--- src/hdl/rv_dec_pkg.sv ---
package rv_dec_pkg;

  // widths
  localparam int inst_len   = 32;
  localparam int imm_len    = 64;
  localparam int reg_addr_w = 5;
  localparam int wb_dw      = 32;
  localparam int wb_aw      = 3;
  localparam int aluop_len  = 5;
  localparam int memop_len  = 4;
  localparam int excop_len  = 4;
  localparam int pcop_len   = 2;

  // alu operation codes
  localparam logic [aluop_len-1:0] aluop_none = 5'd0;
  localparam logic [aluop_len-1:0] aluop_add  = 5'd1;
  localparam logic [aluop_len-1:0] aluop_sub  = 5'd2;
  localparam logic [aluop_len-1:0] aluop_xor  = 5'd3;
  localparam logic [aluop_len-1:0] aluop_or   = 5'd4;
  localparam logic [aluop_len-1:0] aluop_and  = 5'd5;
  localparam logic [aluop_len-1:0] aluop_sll  = 5'd6;
  localparam logic [aluop_len-1:0] aluop_srl  = 5'd7;
  localparam logic [aluop_len-1:0] aluop_sra  = 5'd8;
  localparam logic [aluop_len-1:0] aluop_sllw = 5'd9;
  localparam logic [aluop_len-1:0] aluop_srlw = 5'd10;
  localparam logic [aluop_len-1:0] aluop_sraw = 5'd11;
  localparam logic [aluop_len-1:0] aluop_slt  = 5'd12;
  localparam logic [aluop_len-1:0] aluop_sltu = 5'd13;
  localparam logic [aluop_len-1:0] aluop_beq  = 5'd14;
  localparam logic [aluop_len-1:0] aluop_bne  = 5'd15;
  localparam logic [aluop_len-1:0] aluop_blt  = 5'd16;
  localparam logic [aluop_len-1:0] aluop_bge  = 5'd17;
  localparam logic [aluop_len-1:0] aluop_bltu = 5'd18;
  localparam logic [aluop_len-1:0] aluop_bgeu = 5'd19;

  // memory operation codes
  localparam logic [memop_len-1:0] memop_none = 4'd0;
  localparam logic [memop_len-1:0] memop_lb   = 4'd1;
  localparam logic [memop_len-1:0] memop_lh   = 4'd2;
  localparam logic [memop_len-1:0] memop_lw   = 4'd3;
  localparam logic [memop_len-1:0] memop_ld   = 4'd4;
  localparam logic [memop_len-1:0] memop_lbu  = 4'd5;
  localparam logic [memop_len-1:0] memop_lhu  = 4'd6;
  localparam logic [memop_len-1:0] memop_lwu  = 4'd7;
  localparam logic [memop_len-1:0] memop_sb   = 4'd8;
  localparam logic [memop_len-1:0] memop_sh   = 4'd9;
  localparam logic [memop_len-1:0] memop_sw   = 4'd10;
  localparam logic [memop_len-1:0] memop_sd   = 4'd11;

  // execute class codes
  localparam logic [excop_len-1:0] excop_none    = 4'd0;
  localparam logic [excop_len-1:0] excop_lui     = 4'd1;
  localparam logic [excop_len-1:0] excop_auipc   = 4'd2;
  localparam logic [excop_len-1:0] excop_jal     = 4'd3;
  localparam logic [excop_len-1:0] excop_jalr    = 4'd4;
  localparam logic [excop_len-1:0] excop_load    = 4'd5;
  localparam logic [excop_len-1:0] excop_store   = 4'd6;
  localparam logic [excop_len-1:0] excop_branch  = 4'd7;
  localparam logic [excop_len-1:0] excop_opimm   = 4'd8;
  localparam logic [excop_len-1:0] excop_opimm32 = 4'd9;
  localparam logic [excop_len-1:0] excop_op      = 4'd10;
  localparam logic [excop_len-1:0] excop_op32    = 4'd11;
  localparam logic [excop_len-1:0] excop_ebreak  = 4'd12;

  // next-pc codes
  localparam logic [pcop_len-1:0] pcop_inc4   = 2'd0;
  localparam logic [pcop_len-1:0] pcop_branch = 2'd1;
  localparam logic [pcop_len-1:0] pcop_jal    = 2'd2;
  localparam logic [pcop_len-1:0] pcop_jalr   = 2'd3;

  // register map, word addresses
  localparam logic [wb_aw-1:0] adr_inst   = 3'd0;
  localparam logic [wb_aw-1:0] adr_idx    = 3'd1;
  localparam logic [wb_aw-1:0] adr_imm_lo = 3'd2;
  localparam logic [wb_aw-1:0] adr_imm_hi = 3'd3;
  localparam logic [wb_aw-1:0] adr_ops    = 3'd4;

  // instruction formats, msb first
  typedef struct packed {
    logic [6:0] funct7;
    logic [4:0] rs2;
    logic [4:0] rs1;
    logic [2:0] funct3;
    logic [4:0] rd;
    logic [6:0] opcode;
  } r_fmt_t;

  typedef struct packed {
    logic [11:0] imm_11_0;
    logic [4:0]  rs1;
    logic [2:0]  funct3;
    logic [4:0]  rd;
    logic [6:0]  opcode;
  } i_fmt_t;

  typedef struct packed {
    logic [6:0] imm_11_5;
    logic [4:0] rs2;
    logic [4:0] rs1;
    logic [2:0] funct3;
    logic [4:0] imm_4_0;
    logic [6:0] opcode;
  } s_fmt_t;

  typedef struct packed {
    logic       imm_12;
    logic [5:0] imm_10_5;
    logic [4:0] rs2;
    logic [4:0] rs1;
    logic [2:0] funct3;
    logic [3:0] imm_4_1;
    logic       imm_11;
    logic [6:0] opcode;
  } b_fmt_t;

  typedef struct packed {
    logic [19:0] imm_31_12;
    logic [4:0]  rd;
    logic [6:0]  opcode;
  } u_fmt_t;

  typedef struct packed {
    logic       imm_20;
    logic [9:0] imm_10_1;
    logic       imm_11;
    logic [7:0] imm_19_12;
    logic [4:0] rd;
    logic [6:0] opcode;
  } j_fmt_t;

  typedef union packed {
    r_fmt_t r_fmt;
    i_fmt_t i_fmt;
    s_fmt_t s_fmt;
    b_fmt_t b_fmt;
    u_fmt_t u_fmt;
    j_fmt_t j_fmt;
  } inst_u;

  // major opcode class, cls_none for anything not decoded
  typedef enum logic [3:0] {
    cls_none, cls_lui, cls_auipc, cls_jal, cls_jalr, cls_branch, cls_load,
    cls_store, cls_op_imm, cls_op_imm_32, cls_op, cls_op_32, cls_system
  } op_class_e;

endpackage

--- src/hdl/control_decode.sv ---
`timescale 1ns/1ps

module control_decode (
  input  rv_dec_pkg::inst_u                   inst,
  input  rv_dec_pkg::op_class_e               op_class,
  output logic [rv_dec_pkg::aluop_len-1:0]    alu_op,
  output logic [rv_dec_pkg::memop_len-1:0]    mem_op,
  output logic [rv_dec_pkg::excop_len-1:0]    exc_op,
  output logic [rv_dec_pkg::pcop_len-1:0]     pc_op
);

  import rv_dec_pkg::*;

  logic [2:0] funct3;
  logic [6:0] funct7;
  logic       f7_zero;
  logic       f7_alt;
  logic       ebreak;

  assign funct3  = inst.r_fmt.funct3;
  assign funct7  = inst.r_fmt.funct7;
  assign f7_zero = (funct7 == 7'b0000000);
  // sub / sra variant
  assign f7_alt  = (funct7 == 7'b0100000);
  assign ebreak  = (inst.i_fmt.imm_11_0 == 12'd1) && (funct3 == 3'b000);

  always_comb begin
    alu_op = aluop_none;
    case (op_class)
      cls_auipc, cls_jal, cls_jalr, cls_load, cls_store: alu_op = aluop_add;
      cls_branch: begin
        case (funct3)
          3'b000: alu_op = aluop_beq;
          3'b001: alu_op = aluop_bne;
          3'b100: alu_op = aluop_blt;
          3'b101: alu_op = aluop_bge;
          3'b110: alu_op = aluop_bltu;
          3'b111: alu_op = aluop_bgeu;
          default: alu_op = aluop_none;
        endcase
      end
      cls_op_imm: begin
        case (funct3)
          3'b000: alu_op = aluop_add;
          3'b010: alu_op = aluop_slt;
          3'b011: alu_op = aluop_sltu;
          3'b100: alu_op = aluop_xor;
          3'b110: alu_op = aluop_or;
          3'b111: alu_op = aluop_and;
          // 6-bit shamt, funct7 bit 0 belongs to it
          3'b001: alu_op = (funct7[6:1] == 6'b000000) ? aluop_sll : aluop_none;
          3'b101: begin
            if (funct7[6:1] == 6'b000000) begin
              alu_op = aluop_srl;
            end else if (funct7[6:1] == 6'b010000) begin
              alu_op = aluop_sra;
            end
          end
          default: alu_op = aluop_none;
        endcase
      end
      cls_op_imm_32: begin
        case (funct3)
          3'b000: alu_op = aluop_add;
          3'b001: alu_op = f7_zero ? aluop_sllw : aluop_none;
          3'b101: alu_op = f7_zero ? aluop_srlw : (f7_alt ? aluop_sraw : aluop_none);
          default: alu_op = aluop_none;
        endcase
      end
      cls_op: begin
        if (f7_zero) begin
          case (funct3)
            3'b000: alu_op = aluop_add;
            3'b001: alu_op = aluop_sll;
            3'b010: alu_op = aluop_slt;
            3'b011: alu_op = aluop_sltu;
            3'b100: alu_op = aluop_xor;
            3'b101: alu_op = aluop_srl;
            3'b110: alu_op = aluop_or;
            default: alu_op = aluop_and;
          endcase
        end else if (f7_alt && (funct3 == 3'b000)) begin
          alu_op = aluop_sub;
        end else if (f7_alt && (funct3 == 3'b101)) begin
          alu_op = aluop_sra;
        end
      end
      cls_op_32: begin
        case (funct3)
          3'b000: alu_op = f7_zero ? aluop_add : (f7_alt ? aluop_sub : aluop_none);
          3'b001: alu_op = f7_zero ? aluop_sllw : aluop_none;
          3'b101: alu_op = f7_zero ? aluop_srlw : (f7_alt ? aluop_sraw : aluop_none);
          default: alu_op = aluop_none;
        endcase
      end
      default: alu_op = aluop_none;
    endcase
  end

  always_comb begin
    mem_op = memop_none;
    if (op_class == cls_load) begin
      case (funct3)
        3'b000: mem_op = memop_lb;
        3'b001: mem_op = memop_lh;
        3'b010: mem_op = memop_lw;
        3'b011: mem_op = memop_ld;
        3'b100: mem_op = memop_lbu;
        3'b101: mem_op = memop_lhu;
        3'b110: mem_op = memop_lwu;
        default: mem_op = memop_none;
      endcase
    end else if (op_class == cls_store) begin
      case (funct3)
        3'b000: mem_op = memop_sb;
        3'b001: mem_op = memop_sh;
        3'b010: mem_op = memop_sw;
        3'b011: mem_op = memop_sd;
        default: mem_op = memop_none;
      endcase
    end
    if ((op_class != cls_load) && (op_class != cls_store)) begin
      assert (mem_op == memop_none)
        else $error("control_decode: memory op outside load/store");
    end
  end

  always_comb begin
    case (op_class)
      cls_lui:       exc_op = excop_lui;
      cls_auipc:     exc_op = excop_auipc;
      cls_jal:       exc_op = excop_jal;
      cls_jalr:      exc_op = excop_jalr;
      cls_load:      exc_op = excop_load;
      cls_store:     exc_op = excop_store;
      cls_branch:    exc_op = excop_branch;
      cls_op_imm:    exc_op = excop_opimm;
      cls_op_imm_32: exc_op = excop_opimm32;
      cls_op:        exc_op = excop_op;
      cls_op_32:     exc_op = excop_op32;
      // ecall and the rest of system stay at none
      cls_system:    exc_op = ebreak ? excop_ebreak : excop_none;
      default:       exc_op = excop_none;
    endcase
  end

  always_comb begin
    case (op_class)
      cls_branch: pc_op = pcop_branch;
      cls_jal:    pc_op = pcop_jal;
      cls_jalr:   pc_op = pcop_jalr;
      default:    pc_op = pcop_inc4;
    endcase
  end

endmodule

--- src/hdl/dec_wb_slave.sv ---
`timescale 1ns/1ps

module dec_wb_slave (
  input  logic                                  clk,
  input  logic                                  rst,
  input  logic                                  cyc,
  input  logic                                  stb,
  input  logic                                  we,
  input  logic [rv_dec_pkg::wb_aw-1:0]          adr,
  input  logic [rv_dec_pkg::wb_dw-1:0]          dat_w,
  input  logic [rv_dec_pkg::reg_addr_w-1:0]     rs1_idx,
  input  logic [rv_dec_pkg::reg_addr_w-1:0]     rs2_idx,
  input  logic [rv_dec_pkg::reg_addr_w-1:0]     rd_idx,
  input  logic [rv_dec_pkg::imm_len-1:0]        imm,
  input  logic [rv_dec_pkg::aluop_len-1:0]      alu_op,
  input  logic [rv_dec_pkg::memop_len-1:0]      mem_op,
  input  logic [rv_dec_pkg::excop_len-1:0]      exc_op,
  input  logic [rv_dec_pkg::pcop_len-1:0]       pc_op,
  output logic [rv_dec_pkg::wb_dw-1:0]          dat_r,
  output logic                                  ack,
  output rv_dec_pkg::inst_u                     inst,
  output rv_dec_pkg::op_class_e                 op_class
);

  import rv_dec_pkg::*;

  logic              req;
  inst_u             wr_word;
  op_class_e         wr_class;
  logic [wb_dw-1:0]  rd_data;

  // new request only while the previous ack is not on the bus
  assign req     = cyc && stb && !ack;
  assign wr_word = dat_w;

  // opcode class of the incoming word
  always_comb begin
    case (wr_word.r_fmt.opcode)
      7'b0110111: wr_class = cls_lui;
      7'b0010111: wr_class = cls_auipc;
      7'b1101111: wr_class = cls_jal;
      7'b1100111: wr_class = (wr_word.r_fmt.funct3 == 3'b000) ? cls_jalr : cls_none;
      7'b1100011: wr_class = cls_branch;
      7'b0000011: wr_class = cls_load;
      7'b0100011: wr_class = cls_store;
      7'b0010011: wr_class = cls_op_imm;
      7'b0011011: wr_class = cls_op_imm_32;
      7'b0110011: wr_class = cls_op;
      7'b0111011: wr_class = cls_op_32;
      7'b1110011: wr_class = cls_system;
      default:    wr_class = cls_none;
    endcase
  end

  always_comb begin
    case (adr)
      adr_inst:   rd_data = inst;
      adr_idx:    rd_data = {17'b0, rd_idx, rs2_idx, rs1_idx};
      adr_imm_lo: rd_data = imm[wb_dw-1:0];
      adr_imm_hi: rd_data = imm[imm_len-1:wb_dw];
      adr_ops:    rd_data = {6'b0, pc_op, 4'b0, exc_op, 4'b0, mem_op, 3'b0, alu_op};
      default:    rd_data = '0;
    endcase
  end

  always_ff @(posedge clk) begin
    if (rst) begin
      ack      <= 1'b0;
      dat_r    <= '0;
      inst     <= '0;
      op_class <= cls_none;
    end else begin
      ack <= req;
      if (req && !we) begin
        dat_r <= rd_data;
      end
      if (req && we && (adr == adr_inst)) begin
        inst     <= wr_word;
        op_class <= wr_class;
      end
    end
  end

  a_ack_single : assert property (@(posedge clk) disable iff (rst) ack |=> !ack)
    else $error("dec_wb_slave: ack held for two cycles");

  a_ack_after_req : assert property (@(posedge clk) disable iff (rst)
    $rose(ack) |-> $past(cyc && stb))
    else $error("dec_wb_slave: ack without a request");

endmodule

--- src/hdl/operand_decode.sv ---
`timescale 1ns/1ps

module operand_decode (
  input  rv_dec_pkg::inst_u                      inst,
  input  rv_dec_pkg::op_class_e                  op_class,
  output logic [rv_dec_pkg::reg_addr_w-1:0]      rs1_idx,
  output logic [rv_dec_pkg::reg_addr_w-1:0]      rs2_idx,
  output logic [rv_dec_pkg::reg_addr_w-1:0]      rd_idx,
  output logic [rv_dec_pkg::imm_len-1:0]         imm
);

  import rv_dec_pkg::*;

  logic fmt_r;
  logic fmt_i;
  logic fmt_s;
  logic fmt_b;
  logic fmt_u;
  logic fmt_j;

  // class to format, system and none fall through as no format
  assign fmt_r = (op_class == cls_op) || (op_class == cls_op_32);
  assign fmt_i = (op_class == cls_load) || (op_class == cls_op_imm) ||
                 (op_class == cls_op_imm_32) || (op_class == cls_jalr);
  assign fmt_s = (op_class == cls_store);
  assign fmt_b = (op_class == cls_branch);
  assign fmt_u = (op_class == cls_lui) || (op_class == cls_auipc);
  assign fmt_j = (op_class == cls_jal);

  // register fields sit at the same bits in every format
  assign rs1_idx = (fmt_r || fmt_i || fmt_s || fmt_b) ? inst.r_fmt.rs1 : '0;
  assign rs2_idx = (fmt_r || fmt_s || fmt_b) ? inst.r_fmt.rs2 : '0;
  assign rd_idx  = (fmt_r || fmt_i || fmt_u || fmt_j) ? inst.r_fmt.rd : '0;

  always_comb begin
    imm = '0;
    if (fmt_i) begin
      imm = {{(imm_len-12){inst.i_fmt.imm_11_0[11]}}, inst.i_fmt.imm_11_0};
    end else if (fmt_s) begin
      imm = {{(imm_len-12){inst.s_fmt.imm_11_5[6]}}, inst.s_fmt.imm_11_5, inst.s_fmt.imm_4_0};
    end else if (fmt_b) begin
      // branch offsets are even, bit 0 is implied
      imm = {{(imm_len-13){inst.b_fmt.imm_12}}, inst.b_fmt.imm_12, inst.b_fmt.imm_11,
             inst.b_fmt.imm_10_5, inst.b_fmt.imm_4_1, 1'b0};
    end else if (fmt_u) begin
      imm = {{(imm_len-32){inst.u_fmt.imm_31_12[19]}}, inst.u_fmt.imm_31_12, 12'b0};
    end else if (fmt_j) begin
      imm = {{(imm_len-21){inst.j_fmt.imm_20}}, inst.j_fmt.imm_20, inst.j_fmt.imm_19_12,
             inst.j_fmt.imm_11, inst.j_fmt.imm_10_1, 1'b0};
    end
    // register-register ops carry no immediate
    if ((op_class == cls_op) || (op_class == cls_op_32)) begin
      assert (imm == '0)
        else $error("operand_decode: nonzero immediate for register op");
    end
  end

endmodule

--- src/hdl/rv64_decode_wb.sv ---
`timescale 1ns/1ps

module rv64_decode_wb (
  input  logic                           clk,
  input  logic                           rst,
  input  logic                           cyc,
  input  logic                           stb,
  input  logic                           we,
  input  logic [rv_dec_pkg::wb_aw-1:0]   adr,
  input  logic [rv_dec_pkg::wb_dw-1:0]   dat_w,
  output logic [rv_dec_pkg::wb_dw-1:0]   dat_r,
  output logic                           ack
);

  import rv_dec_pkg::*;

  inst_u                   inst;
  op_class_e               op_class;
  logic [reg_addr_w-1:0]   rs1_idx;
  logic [reg_addr_w-1:0]   rs2_idx;
  logic [reg_addr_w-1:0]   rd_idx;
  logic [imm_len-1:0]      imm;
  logic [aluop_len-1:0]    alu_op;
  logic [memop_len-1:0]    mem_op;
  logic [excop_len-1:0]    exc_op;
  logic [pcop_len-1:0]     pc_op;

  // bus side and instruction registers
  dec_wb_slave slave_i (
    .clk(clk), .rst(rst), .cyc(cyc), .stb(stb), .we(we), .adr(adr), .dat_w(dat_w),
    .rs1_idx(rs1_idx), .rs2_idx(rs2_idx), .rd_idx(rd_idx), .imm(imm),
    .alu_op(alu_op), .mem_op(mem_op), .exc_op(exc_op), .pc_op(pc_op),
    .dat_r(dat_r), .ack(ack), .inst(inst), .op_class(op_class)
  );

  // both decoders run in parallel off the registered word
  operand_decode operand_i (
    .inst(inst), .op_class(op_class),
    .rs1_idx(rs1_idx), .rs2_idx(rs2_idx), .rd_idx(rd_idx), .imm(imm)
  );

  control_decode control_i (
    .inst(inst), .op_class(op_class),
    .alu_op(alu_op), .mem_op(mem_op), .exc_op(exc_op), .pc_op(pc_op)
  );

endmodule

--- config.mk ---
export PLATFORM = sky130hd
export DESIGN_NAME = rv64_decode_wb
export DESIGN_NICKNAME = d
export VERILOG_FILES = /design/src/hdl/rv_dec_pkg.sv /design/src/hdl/control_decode.sv /design/src/hdl/dec_wb_slave.sv /design/src/hdl/operand_decode.sv /design/src/hdl/rv64_decode_wb.sv
export SDC_FILE = /design/constraint.sdc
export NUM_CORES = 1
export LEC_CHECK = 0
export ABC_AREA = 1
export ABC_CLOCK_PERIOD_IN_PS = 4400
export BUFFER_PORTS_ARGS = -buffer_cell sky130_fd_sc_hd__clkbuf_2
export CAP_MARGIN = 20
export CORE_MARGIN = 2
export CORE_UTILIZATION = 45
export CTS_CLUSTER_SIZE = 30
export DETAILED_ROUTE_END_ITERATION = 10
export PLACE_DENSITY = 0.67
export SYNTH_ARGS = -nofsm -noshare
export SYNTH_HDL_FRONTEND = slang
export SYNTH_SLANG_ARGS = --single-unit
--- constraint.sdc ---
create_clock -name clk -period 4.4 [get_ports clk]
set_input_delay 0.66 -clock clk [delete_from_list [all_inputs] [get_ports clk]]
set_output_delay 0.66 -clock clk [all_outputs]
set_load 0.05 [all_outputs]
After elaboration in Yosys (flattened, before gate mapping)
Cells that the tools add are included.
{ "classes": {"eq_ne": 38, "n_mux": 35, "reduce_logical": 28} }
{ "op_table": {"columns": ["op", "count"], "rows": [
  ["two-way mux 64 bit", 5],
  ["one-hot mux 32 bit (5 select lines)", 1],
  ["one-hot mux 4 bit (12 select lines)", 2],
  ["one-hot mux 5 bit (6 select lines)", 2],
  ["one-hot mux 5 bit (8 select lines)", 1],
  ["equality test 7 x 6 -> 1 bit, second input constant", 5],
  ["two-way mux 5 bit", 7],
  ["two-way mux 4 bit", 8],
  ["one-hot mux 5 bit (3 select lines)", 2],
  ["equality test 7 bit, second input constant", 4],
  ["one-hot mux 4 bit (7 select lines)", 1],
  ["equality test 7 x 5 -> 1 bit, second input constant", 3],
  ["one-hot mux 3 bit (7 select lines)", 1],
  ["equality test 4 bit, second input constant", 5],
  ["equality test 4 x 3 -> 1 bit, second input constant", 4],
  ["one-hot mux 4 bit (4 select lines)", 1],
  ["equality test 3 bit, second input constant", 5],
  ["equality test 12 x 1 -> 1 bit, second input constant", 1],
  ["equality test 3 x 2 -> 1 bit, second input constant", 4],
  ["logical OR 1 bit", 12],
  ["zero test 3 bit", 3],
  ["equality test 4 x 2 -> 1 bit, second input constant", 2],
  ["logical AND 1 bit", 8],
  ["equality test 7 x 2 -> 1 bit, second input constant", 1],
  ["10 further kinds", 13]
]} }
{ "totals": {"regBits": 69} }

Depth between registers and ports, before layout
Gate-level depths: netlist (run 1).
{ "depth": {"ltp_word": 9, "mapped_depth": 14, "ltp_nobuf": 13} }

Cells and area by module
A second synthesis (run 1) with hierarchy kept.
{ "hier_totals": {"cells_unflattened": 858, "area_unflattened_um2": 5112.4} }
{ "by_module_without_submodules": {"columns": ["module", "n_inst", "cells_per_inst", "area_per_inst_um2", "seq_area_each_um2"], "rows": [
  ["dec_wb_slave", 1, 540, 3522.1, 1381.3],
  ["operand_decode", 1, 172, 899.6, 0.0],
  ["control_decode", 1, 146, 690.7, 0.0]
]} }

Least setup slack after synthesis (run 1)
Ideal clock, no wire load.
{ "synth_path": {"kind": "in2reg", "startpoint": "input port adr[1] in the netlist's numbering", "endpoint": "register slave_i.inst[30] in the netlist's numbering", "setup_time_ns": 0.064, "arrival_ns": 1.656, "required_time_ns": 4.336, "slack_ns": 2.680, "cell_stages": 9, "cell_sequence": "nor2_1 > nand2_1 > inv_1 > nand2_2 > inv_1 > buf_2 > buf_4 > nor2_1 > nor2_1"} }
{ "synth_between": {"elab_chain_len": 2} }
{ "synth_rtl": {"columns": ["item", "line", "source"], "rows": [
  ["from (decl)", "rv64_decode_wb.sv:9", "input logic [rv_dec_pkg::wb_aw-1:0] adr,"],
  ["zero test 3 bit", "dec_wb_slave.sv:77", "if (req && we && (adr == adr_inst)) begin"],
  ["logical AND 1 bit", "dec_wb_slave.sv:77", null],
  ["to (signal assigned)", "dec_wb_slave.sv:78", "inst <= wr_word;"],
  ["to (decl)", "dec_wb_slave.sv:21", "output rv_dec_pkg::inst_u inst,"]
]} }
Every way passes these cells.
A chain may end at the register's enable or synchronous reset.

Worst setup path after layout (run 1)
{ "layout_path": {"startpoint": "input port adr[0] in the netlist's numbering", "endpoint": "register slave_i.op_class[2]"} }
{ "layout_between": {"elab_chain_len": 2} }
{ "layout_rtl": {"columns": ["item", "line", "source"], "rows": [
  ["zero test 3 bit", "dec_wb_slave.sv:77", null],
  ["logical AND 1 bit", "dec_wb_slave.sv:77", null],
  ["to (signal assigned)", "dec_wb_slave.sv:71", "op_class <= cls_none;"],
  ["to (signal assigned)", "dec_wb_slave.sv:79", "op_class <= wr_class;"],
  ["to (decl)", "dec_wb_slave.sv:22", "output rv_dec_pkg::op_class_e op_class"]
]} }
Every way passes these cells.

==> results of run 1 <==
-- power groups by stage --
stage	registers, uW	logic, uW	clock network [uW]
3_5_place_dp	649	88.7	0
5_1_grt	635	102	568
6_report	634	89.8	535
2_1_floorplan	647	53.6	0
3_3_place_gp	649	87.0	0
4_1_cts	634	88.9	545
-- critical path, cell delays in order --
cell and delay, ns:
clkbuf_2 0.11, nor2_1 0.13, nand2_1 0.19, inv_1 0.09
buf_4 0.27, nand2_2 0.07, buf_4 0.24, inv_1 0.62
o31ai_1 0.16, a21oi_1 0.18
-- per-layer routing --
metal,track usage [%],routed length (um),part of all wire [%],up-vias
met5,0,0,0,-
met4,10.6,353,2.6,0
met3,5.44,782,5.8,25
met2,45.4,6110,46,176
met1,38.9,6130,46,2047
li1,-,-,-,2244
-- stage by stage --
step | utilization [%] | instances | hold slack [ns] | worst slack (ns) | cell area (um2)
after floorplan | - | 639 | 0.424 | 2.68 | 3970
after global placement | 50.4 | 793 | 0.454 | 1.70 | 4350
after detailed placement | 50.4 | 793 | 0.456 | 1.58 | 4350
after CTS | 52.7 | 809 | 0.468 | 1.96 | 4550
after global routing | 52.7 | 809 | 0.488 | 1.66 | 4550
final | 52.7 | 809 | 0.467 | 1.92 | 4550
-- cell usage after synthesis, types with 3 or more instances --
cell and count:
a21oi_1 67, nor2_1 77, o21ai_0 63, nor3_1 8
inv_2 7, nand4_1 9, buf_2 9, a32oi_1 3
nand2_2 5, inv_1 48, nand2_1 165, nor4_1 5
dfxtp_1 69, o21ai_1 17, clkbuf_1 18, nand3_1 45
-- path summary, 6_finish.rpt --
check                             end  slack, ns               from  cells after the start
setup / recovery  slave_i.op_class[2]       1.92             adr[0]                     10
hold / removal      slave_i.dat_r[18]       0.47  slave_i.dat_r[18]                      2
setup reg to reg  slave_i.op_class[2]       2.38        slave_i.ack                      8
hold reg to reg     slave_i.dat_r[18]       0.47  slave_i.dat_r[18]                      2
-- final cells by class --
class                      count  area [um2]  share of cell area (%)
multi-input combinational    485        2240                    49.2
sequential                    69        1380                    30.4
timing repair buffer          76         390                    8.58
tap                          108         135                    2.97
inverter                      55         206                    4.54
clock inverter                 7        73.8                    1.62
clock buffer                   9         124                    2.72
-- state kept, by name, indices dropped and copies added, names as in the netlist --
register,flops
slave_i.op_class,4
slave_i.ack,1
slave_i.dat_r,32
slave_i.inst,32
-- kinds of logic after synthesis --
group	count (synthesis)
compound gates	162
buf+inv	85
flops	69
simple gates	323
==> impl_metrics.tcl, run 1 <==
set metrics [dict create \
    clock-sinks 69 \
    p_leak_uw 0.00200 \
    grt.overflow.total 0 \
    yosys-top-cells-area "dfxtp_1 (35%), nand2_1 (16%), a21oi_1 (8.5%)" \
    finalHoldViolCount 0 \
    ir_worst_vdd_mv 0.221 \
    grt_max_degree 45 \
    die_y_um 97.9 \
    yosysTopAreaCell "dfxtp_1" \
    clock_latency_ns 0.35 \
    root_buffer "clkbuf_8" \
    netlist_instances 639 \
    wl_per_cell_um 16.5 \
    clock_skew_ns 0.00897 \
    finalWirelength_mm 13.4 \
    antenna_found_initial 0 \
    ioPinCount 73 \
    max-slew-margin-rel_pct 37.0 \
    synth.mux.area_fraction_pct 0 \
    synth.avg_cell_area_um2 6.21 \
    synthSimpleGateAreaFrac_pct 34.9 \
    cts-resized-gates 0 \
    cts_setup_buffers 0 \
    critical_path_class "primary input to register" \
    synth_top_family_by_area "simple AND/OR/NAND/NOR gates" \
    required_ns 4.66 \
    grt.total_usage_pct 28.6 \
    synth_area_mm2 0.00397 \
    worstSetupStartpointType "primary input" \
    synthAdderAreaFrac_pct 0 \
    clkPwrFrac_pct 42.5 \
    io_buffers 72 \
    dieArea_mm2 0.00958 \
    initial_core_util_pct 45.9 \
    h-tree-depth 3 \
    ys_warn_count 0 \
    gp_congestion 1.06 \
    n_fill_cell 936 \
    fmax_ghz 0.404 \
    synth_edf_count 0 \
    clk_transition_reported_paths_ns 0.08 \
    worst_setup_path_end_kind "register" \
    cp.arrival_ns 2.74 \
    path_max_fanout 44 \
    maxCapViolCount 0 \
    drv_slew 0 \
    final_common_cell "nand2_1" \
    p_int_uw 920 \
    nets 736 \
    yosysTopAreaCellShare_pct 34.8 \
    sw_frac_of_total_pct 27.0 \
    setup_viol_count_final 0 \
    n_antenna_cell 0 \
    synth.net_count 679 \
    rows 34 \
    drtPass1Iterations 4 \
    initialDrtViolationCount 298 \
    hold_path_class "register to register" \
    finalPower_uw 1260 \
    area_growth_pct 14.6 \
    synth_ff_type "dfxtp_1" \
    cellPowerDensity_mw_per_mm2 277 \
    tns_ns 0 \
    fin_crit_sh_pct 56.3 \
    synthDistinctLibCells 32 \
    power.switching_uw 340 \
    power_frac_comb_pct 7.1 \
    tritoncts "yes" \
    grt_setup_unrepaired "false" \
    pwr-share-seq_pct 50.4 \
    outcome "finished, final reports clean" \
    grt_pass1_vias 4281 \
    synthArstFlopShare_pct 0 \
    grt_pass1_wl_mm 21.8 \
    synthXorXnorAreaFrac_pct 0 \
    ctsHoldBuffers 0 \
    most-common-layout-cells "nand2_1 (165), nor2_1 (77), clkbuf_2 (72)" \
    coreArea_mm2 0.00864 \
    drc_errors 0 \
    numCtsBuffers 9 \
    ys_ff_latch 69 \
    finalCriticalPeriod_ns 2.48 \
    worstMarginPinSlew_ns 0.944 \
    synth_compound_area_share_pct 21.5 \
    cts_buffer_depth 2 \
    yosysSeqAreaShare_pct 34.8 \
    ant_nets 0 \
    drive_above_1_share_pct 16.0 \
    via_count 4492 \
    hpwlAfterDp_mm 10.3 \
    drt-vias-per-instance 5.55 \
    dieWidth_um 97.9 \
]
(Power assumes the default switching activity.)
==> inputs of run 2 (changes only) <==
Settings changed: ABC_AREA 1 to 0, ABC_CLOCK_PERIOD_IN_PS 4400 to 2200, PLACE_DENSITY 0.67 to 0.7.
Clock period 4.4 ns to 2.2 ns, I/O delays scaled along.
==> impl_metrics.tcl, run 2 <==
set metrics [dict create \
    outcome "finished, final reports clean" \
    r2r_slack_ns 0.17 \
    largestRegisters "slave_i.dat_r (32), slave_i.inst (32), slave_i.op_class (4)" \
    p_leak_uw 0.00173 \
    worstMarginPinSlew_ns 0.631 \
    path_max_fanout 5 \
    worst_setup_path_end_kind "register" \
    synth_edf_count 0 \
    tns_ns 0 \
    dieWidth_um 96.0 \
    synth_top_family_by_area "compound AO/OA/AOI/OAI gates" \
    ys_warn_count 0 \
    yosysSeqAreaShare_pct 36.2 \
    n_antenna_cell 0 \
    initial_core_util_pct 46.4 \
    grt_setup_unrepaired "false" \
    setup_viol_count_final 0 \
    holdPathEnd "slave_i.inst[11]" \
    cts_setup_buffers 0 \
    nets 645 \
    drt-vias-per-instance 6.19 \
    coreArea_mm2 0.00822 \
    synth.avg_cell_area_um2 7.26 \
    hpwlAfterDp_mm 10.1 \
    drv_slew 0 \
    min_from "dat_w[11]" \
    timing.rr.end "slave_i.dat_r[0]" \
    instances_no_fill 715 \
    io_buffers 72 \
    synth_compound_area_share_pct 29.5 \
    final.setup.worst_slack_ns 0.168 \
    ir_worst_vdd_mv 0.364 \
    yosysTopAreaCellShare_pct 36.2 \
    drc_errors 0 \
    h-tree-depth 3 \
    grt.overflow.total 0 \
    numCtsBuffers 9 \
    ioPinCount 73 \
    synthDistinctLibCells 55 \
    clock-sinks 69 \
    tritoncts "yes" \
    n_fill_cell 786 \
    area_growth_pct 23.7 \
    synth_ff_type "dfxtp_1" \
    yosys-top-cells-area "dfxtp_1 (36%), nand2_1 (11%), a21oi_1 (8.5%)" \
    required_ns 2.46 \
    synthArstFlopShare_pct 0 \
    die_y_um 96.0 \
    fmax_ghz 0.492 \
    most-common-layout-cells "nand2_1 (114), clkbuf_2 (72), dfxtp_1 (68)" \
    netlist_instances 525 \
    maxCapViolCount 0 \
    synthAdderAreaFrac_pct 0 \
    root_buffer "clkbuf_8" \
    ys_ff_latch 69 \
    drtPass1Iterations 5 \
    finalInstanceArea_mm2 0.00471 \
    holdPathStages 3 \
    final_common_cell "nand2_1" \
    cp.arrival_ns 2.29 \
    dieArea_mm2 0.00922 \
    gp_congestion 1.06 \
    hold_path_class "primary input to register" \
    cts_buffer_depth 2 \
    synthTopCellsByCount "nand2_1 (114), dfxtp_1 (69), a21oi_1 (65)" \
    worstSetupStartpointType "register" \
    rows 33 \
    finalCriticalPeriod_ns 2.03 \
    synth.net_count 565 \
    rr_worst_depth 6 \
    yosysTopAreaCell "dfxtp_1" \
    finalHoldViolCount 0 \
    grt.total_usage_pct 30.0 \
    grt_pass1_vias 3899 \
    finalPower_uw 2710 \
    r2r-start "slave_i.inst[26]" \
    synthXorXnorAreaFrac_pct 0.230 \
    clock_latency_ns 0.35 \
    synth.most_common_cell "nand2_1" \
    synth_area_mm2 0.00381 \
    dp.cells 699 \
    via_count 4423 \
    dpl-instance-area_mm2 0.00445 \
    ant_nets 0 \
    grt_max_degree 42 \
    cellPowerDensity_mw_per_mm2 574 \
    antenna_found_initial 0 \
    finalWirelength_mm 13.3 \
    initialDrtViolationCount 578 \
    synth.mux.area_fraction_pct 0.263 \
    synthSimpleGateAreaFrac_pct 28.2 \
    drive_above_1_share_pct 23.6 \
    critical_path_class "register to register" \
    dpl_worst_slack_ns 0.131 \
    wl_per_cell_um 18.7 \
    grt_pass1_wl_mm 20.7 \
    fin_crit_sh_pct 92.4 \
    clk_transition_reported_paths_ns 0.08 \
    max-slew-margin-rel_pct 57.6 \
    clock_skew_ns 0.0112 \
]
## run 2: where the power goes
part	leakage (uW)	internal, uW	switching [uW]
clock	0.000120	788	500
sequential	0.000556	1250	6.51
combinational	0.00106	61.1	98.7
## run 2: what timing repair did
action	in CTS	in global routing
setup endpoints to repair	0	3
gates resized for setup	0	5
hold buffers	0	0
## run 2: final cells by class
class	count	area (um2)	area share, %
Inverter	8	30.0	0.637
Multi-Input combinational cell	403	2230	47.4
Tap cell	105	131	2.79
Sequential cell	69	1380	29.3
Clock buffer	11	141	3.00
Clock inverter	5	106	2.26
Timing Repair Buffer	114	688	14.6
## run 2: cells by family after synthesis
group                  Yosys count
AND/OR/NAND/NOR                228
buffers and inverters           53
AO/OA/AOI/OAI                  173
XOR/XNOR                         1
flip-flops                      69
multiplexers                     1
## run 2: worst max path at each step
stage / start / endpoint / cells after the start
2_1_floorplan: slave_i.ack / slave_i.dat_r[18] / 7
3_3_place_gp: adr[0] / slave_i.dat_r[25] / 7
3_5_place_dp: slave_i.op_class[0] / slave_i.dat_r[6] / 6
4_1_cts: slave_i.op_class[3] / slave_i.dat_r[0] / 6
5_1_grt: slave_i.inst[26] / slave_i.dat_r[0] / 6
6_report: slave_i.inst[26] / slave_i.dat_r[0] / 6
## run 2: routing by layer
metal | track usage (%) | part of all wire [%]
met3 | 7.83 | 10
met1 | 40.5 | 42
met5 | 0 | 0
met2 | 45.1 | 44
met4 | 12.5 | 3.9
## run 2: critical path, cell delays in order (launching register included)
cell	delay (ns)
dfxtp_1	0.34
or4_4	0.60
a2111oi_4	0.34
nand2_1	0.12
o32ai_2	0.25
nor4_1	0.09
a211oi_1	0.21
## run 2: per-stage QoR
step	hold slack, ns	utilization (%)
CTS	0.184	57.2
detailed placement	0.445	54.1
global placement	0.440	54.1
floorplan	0.437	-
finish	0.189	57.4
global route	0.194	57.4
==> inputs of run 3 (changes only) <==
--- a/config.mk
+++ b/config.mk
@@ -7,5 +7,5 @@
 export LEC_CHECK = 0
 export ABC_AREA = 0
-export ABC_CLOCK_PERIOD_IN_PS = 2200
+export ABC_CLOCK_PERIOD_IN_PS = 2100
 export BUFFER_PORTS_ARGS = -buffer_cell sky130_fd_sc_hd__clkbuf_2
 export CAP_MARGIN = 20
@@ -14,5 +14,6 @@
 export CTS_CLUSTER_SIZE = 30
 export DETAILED_ROUTE_END_ITERATION = 10
-export PLACE_DENSITY = 0.7
+export GPL_TIMING_DRIVEN = 0
+export PLACE_DENSITY = 0.67
 export SYNTH_ARGS = -nofsm -noshare
 export SYNTH_HDL_FRONTEND = slang
==> constraint.sdc (replaced) <==
create_clock -name clk -period 2.1 [get_ports clk]
set_input_delay 0.105 -clock clk [delete_from_list [all_inputs] [get_ports clk]]
set_output_delay 0.105 -clock clk [all_outputs]
set_load 0.05 [all_outputs]
==> impl_metrics.tcl, run 3 (synthesis gave the netlist of run 2 again) <==
set metrics [dict create \
    io_buffers 68 \
    ant_nets 0 \
    grt_setup_unrepaired "true" \
    largestRegisters "slave_i.dat_r (32), slave_i.inst (32), slave_i.op_class (4)" \
    maxCapViolCount 0 \
    drv_slew 0 \
    outcome "finished, final reports clean" \
    initialDrtViolationCount 417 \
    dieArea_mm2 0.00922 \
    required_ns 2.35 \
    finalCriticalPeriod_ns 2.01 \
    ir_worst_vdd_mv 0.329 \
    root_buffer "clkbuf_8" \
    numCtsBuffers 9 \
    hold_path_class "primary input to register" \
    finalWirelength_mm 14.1 \
    cts_buffer_depth 2 \
    worst_setup_path_end_kind "register" \
    gr-usage-met1_pct 42.6 \
    most-common-layout-cells "nand2_1 (114), clkbuf_2 (78), a21oi_1 (61), dfxtp_1 (61), o21ai_0 (35)" \
    drive_above_1_share_pct 22.9 \
    path_max_fanout 10 \
    clock_skew_ns 0.0134 \
    final.setup.worst_slack_ns 0.0945 \
    critical_path_class "register to register" \
    antenna_found_initial 1 \
    dieWidth_um 96.0 \
    hpwlAfterDp_mm 10.3 \
    coreArea_mm2 0.00822 \
    rows 33 \
    regArea_mm2 0.00139 \
    grt.overflow.total 0 \
    grt_max_degree 14 \
    grt-busiest-layer "met2" \
    worstMarginPinSlew_ns 0.835 \
    clock_latency_ns 0.36 \
    final_common_cell "nand2_1" \
    cellPowerDensity_mw_per_mm2 539 \
    setup_viol_count_final 0 \
    initial_core_util_pct 46.4 \
    worstSetupStartpointType "register" \
    via_count 4443 \
    fin_crit_sh_pct 95.5 \
    max-slew-margin-rel_pct 44.2 \
    grt_pass1_vias 4190 \
    grt.total_usage_pct 31.7 \
    tritoncts "yes" \
    multi_input_area_mm2 0.00231 \
    gp_congestion 0.973 \
    met2_usage_pct 49.5 \
    cp.arrival_ns 2.26 \
    instances_no_fill 739 \
    nets 668 \
    drtPass1Iterations 6 \
    dpl_worst_slack_ns -0.256 \
    fmax_ghz 0.499 \
    grt_use_met3_pct 6.89 \
    ioPinCount 73 \
    area_growth_pct 27.6 \
    clock-sinks 69 \
    drt-vias-per-instance 6.01 \
    p_leak_uw 0.00174 \
    drc_errors 0 \
    clk_transition_reported_paths_ns 0.08 \
    grt_pass1_wl_mm 22.0 \
    dp.cells 698 \
    wl_per_cell_um 19.0 \
    h-tree-depth 3 \
    die_y_um 96.0 \
    finalHoldViolCount 0 \
    n_fill_cell 820 \
]
==> run 3: worst max-delay path: stages, from the launching register on <==
cell,delay [ns]
dfxtp_2,0.32
buf_6,0.12
buf_4,0.14
o21ai_2,0.07
nand4b_1,0.14
or3b_2,0.51
buf_2,0.21
nand4_1,0.09
a21oi_1,0.05
a211oi_1,0.26
==> run 3: area by class of cell <==
class	count	share of cell area (%)
diodes	1	0.0515
clock buffers	9	2.55
multi-input cells	403	47.6
flip-flops and latches	69	28.6
well taps	105	2.70
inverters	8	0.618
repair buffers	96	12.5
plain buffers	41	3.89
clock inverters	7	1.52
==> run 3: timing repair <==
| item | CTS | global route |
|---|---|---|
| hold endpoints to repair | 22 | 0 |
| setup buffers | 1 | 4 |
| resized for setup | 15 | 36 |
| pin swaps | 0 | 5 |
| hold buffers | 23 | 0 |
| endpoints found under the setup margin | 31 | 32 |
==> run 3: metal layers <==
| layer | vias to the layer above | share of wire [%] |
|---|---|---|
| li1 | 2109 | - |
| met1 | 2062 | 44 |
| met2 | 230 | 45 |
| met3 | 42 | 8.2 |
| met4 | 0 | 3.2 |
| met5 | - | 0 |
==> run 3: worst paths after layout <==
path	cells after the start	slack, ns	to	from
worst min register to register	2	0.46	slave_i.inst[0]	slave_i.inst[0]
worst max-delay path	9	0.09	slave_i.dat_r[4]	slave_i.op_class[3]
worst min-delay path	3	0.01	slave_i.inst[29]	dat_w[29]
worst max register to register	9	0.09	slave_i.dat_r[4]	slave_i.op_class[3]
==> run 3: metrics by stage <==
step	hold WS, ns	power, uW	instance area (um2)	utilization [%]	TNS (ns)
2_1_floorplan	0.241	1430	3810	-	0
3_3_place_gp	0.329	1510	4280	52.1	-4.88
3_5_place_dp	0.334	1510	4280	52.1	-4.90
4_1_cts	0.00296	2630	4760	57.9	0
5_1_grt	0.00827	2700	4860	59.1	-0.0290
6_report	0.0108	2620	4860	59.2	0
==> run 3: report_power, final <==
| group | total, uW | switching, uW | internal [uW] |
|---|---|---|---|
| combinational | 201 | 113 | 87.4 |
| sequential | 1320 | 7.76 | 1310 |
| clock | 1100 | 548 | 552 |
| total | 2620 | 669 | 1950 |
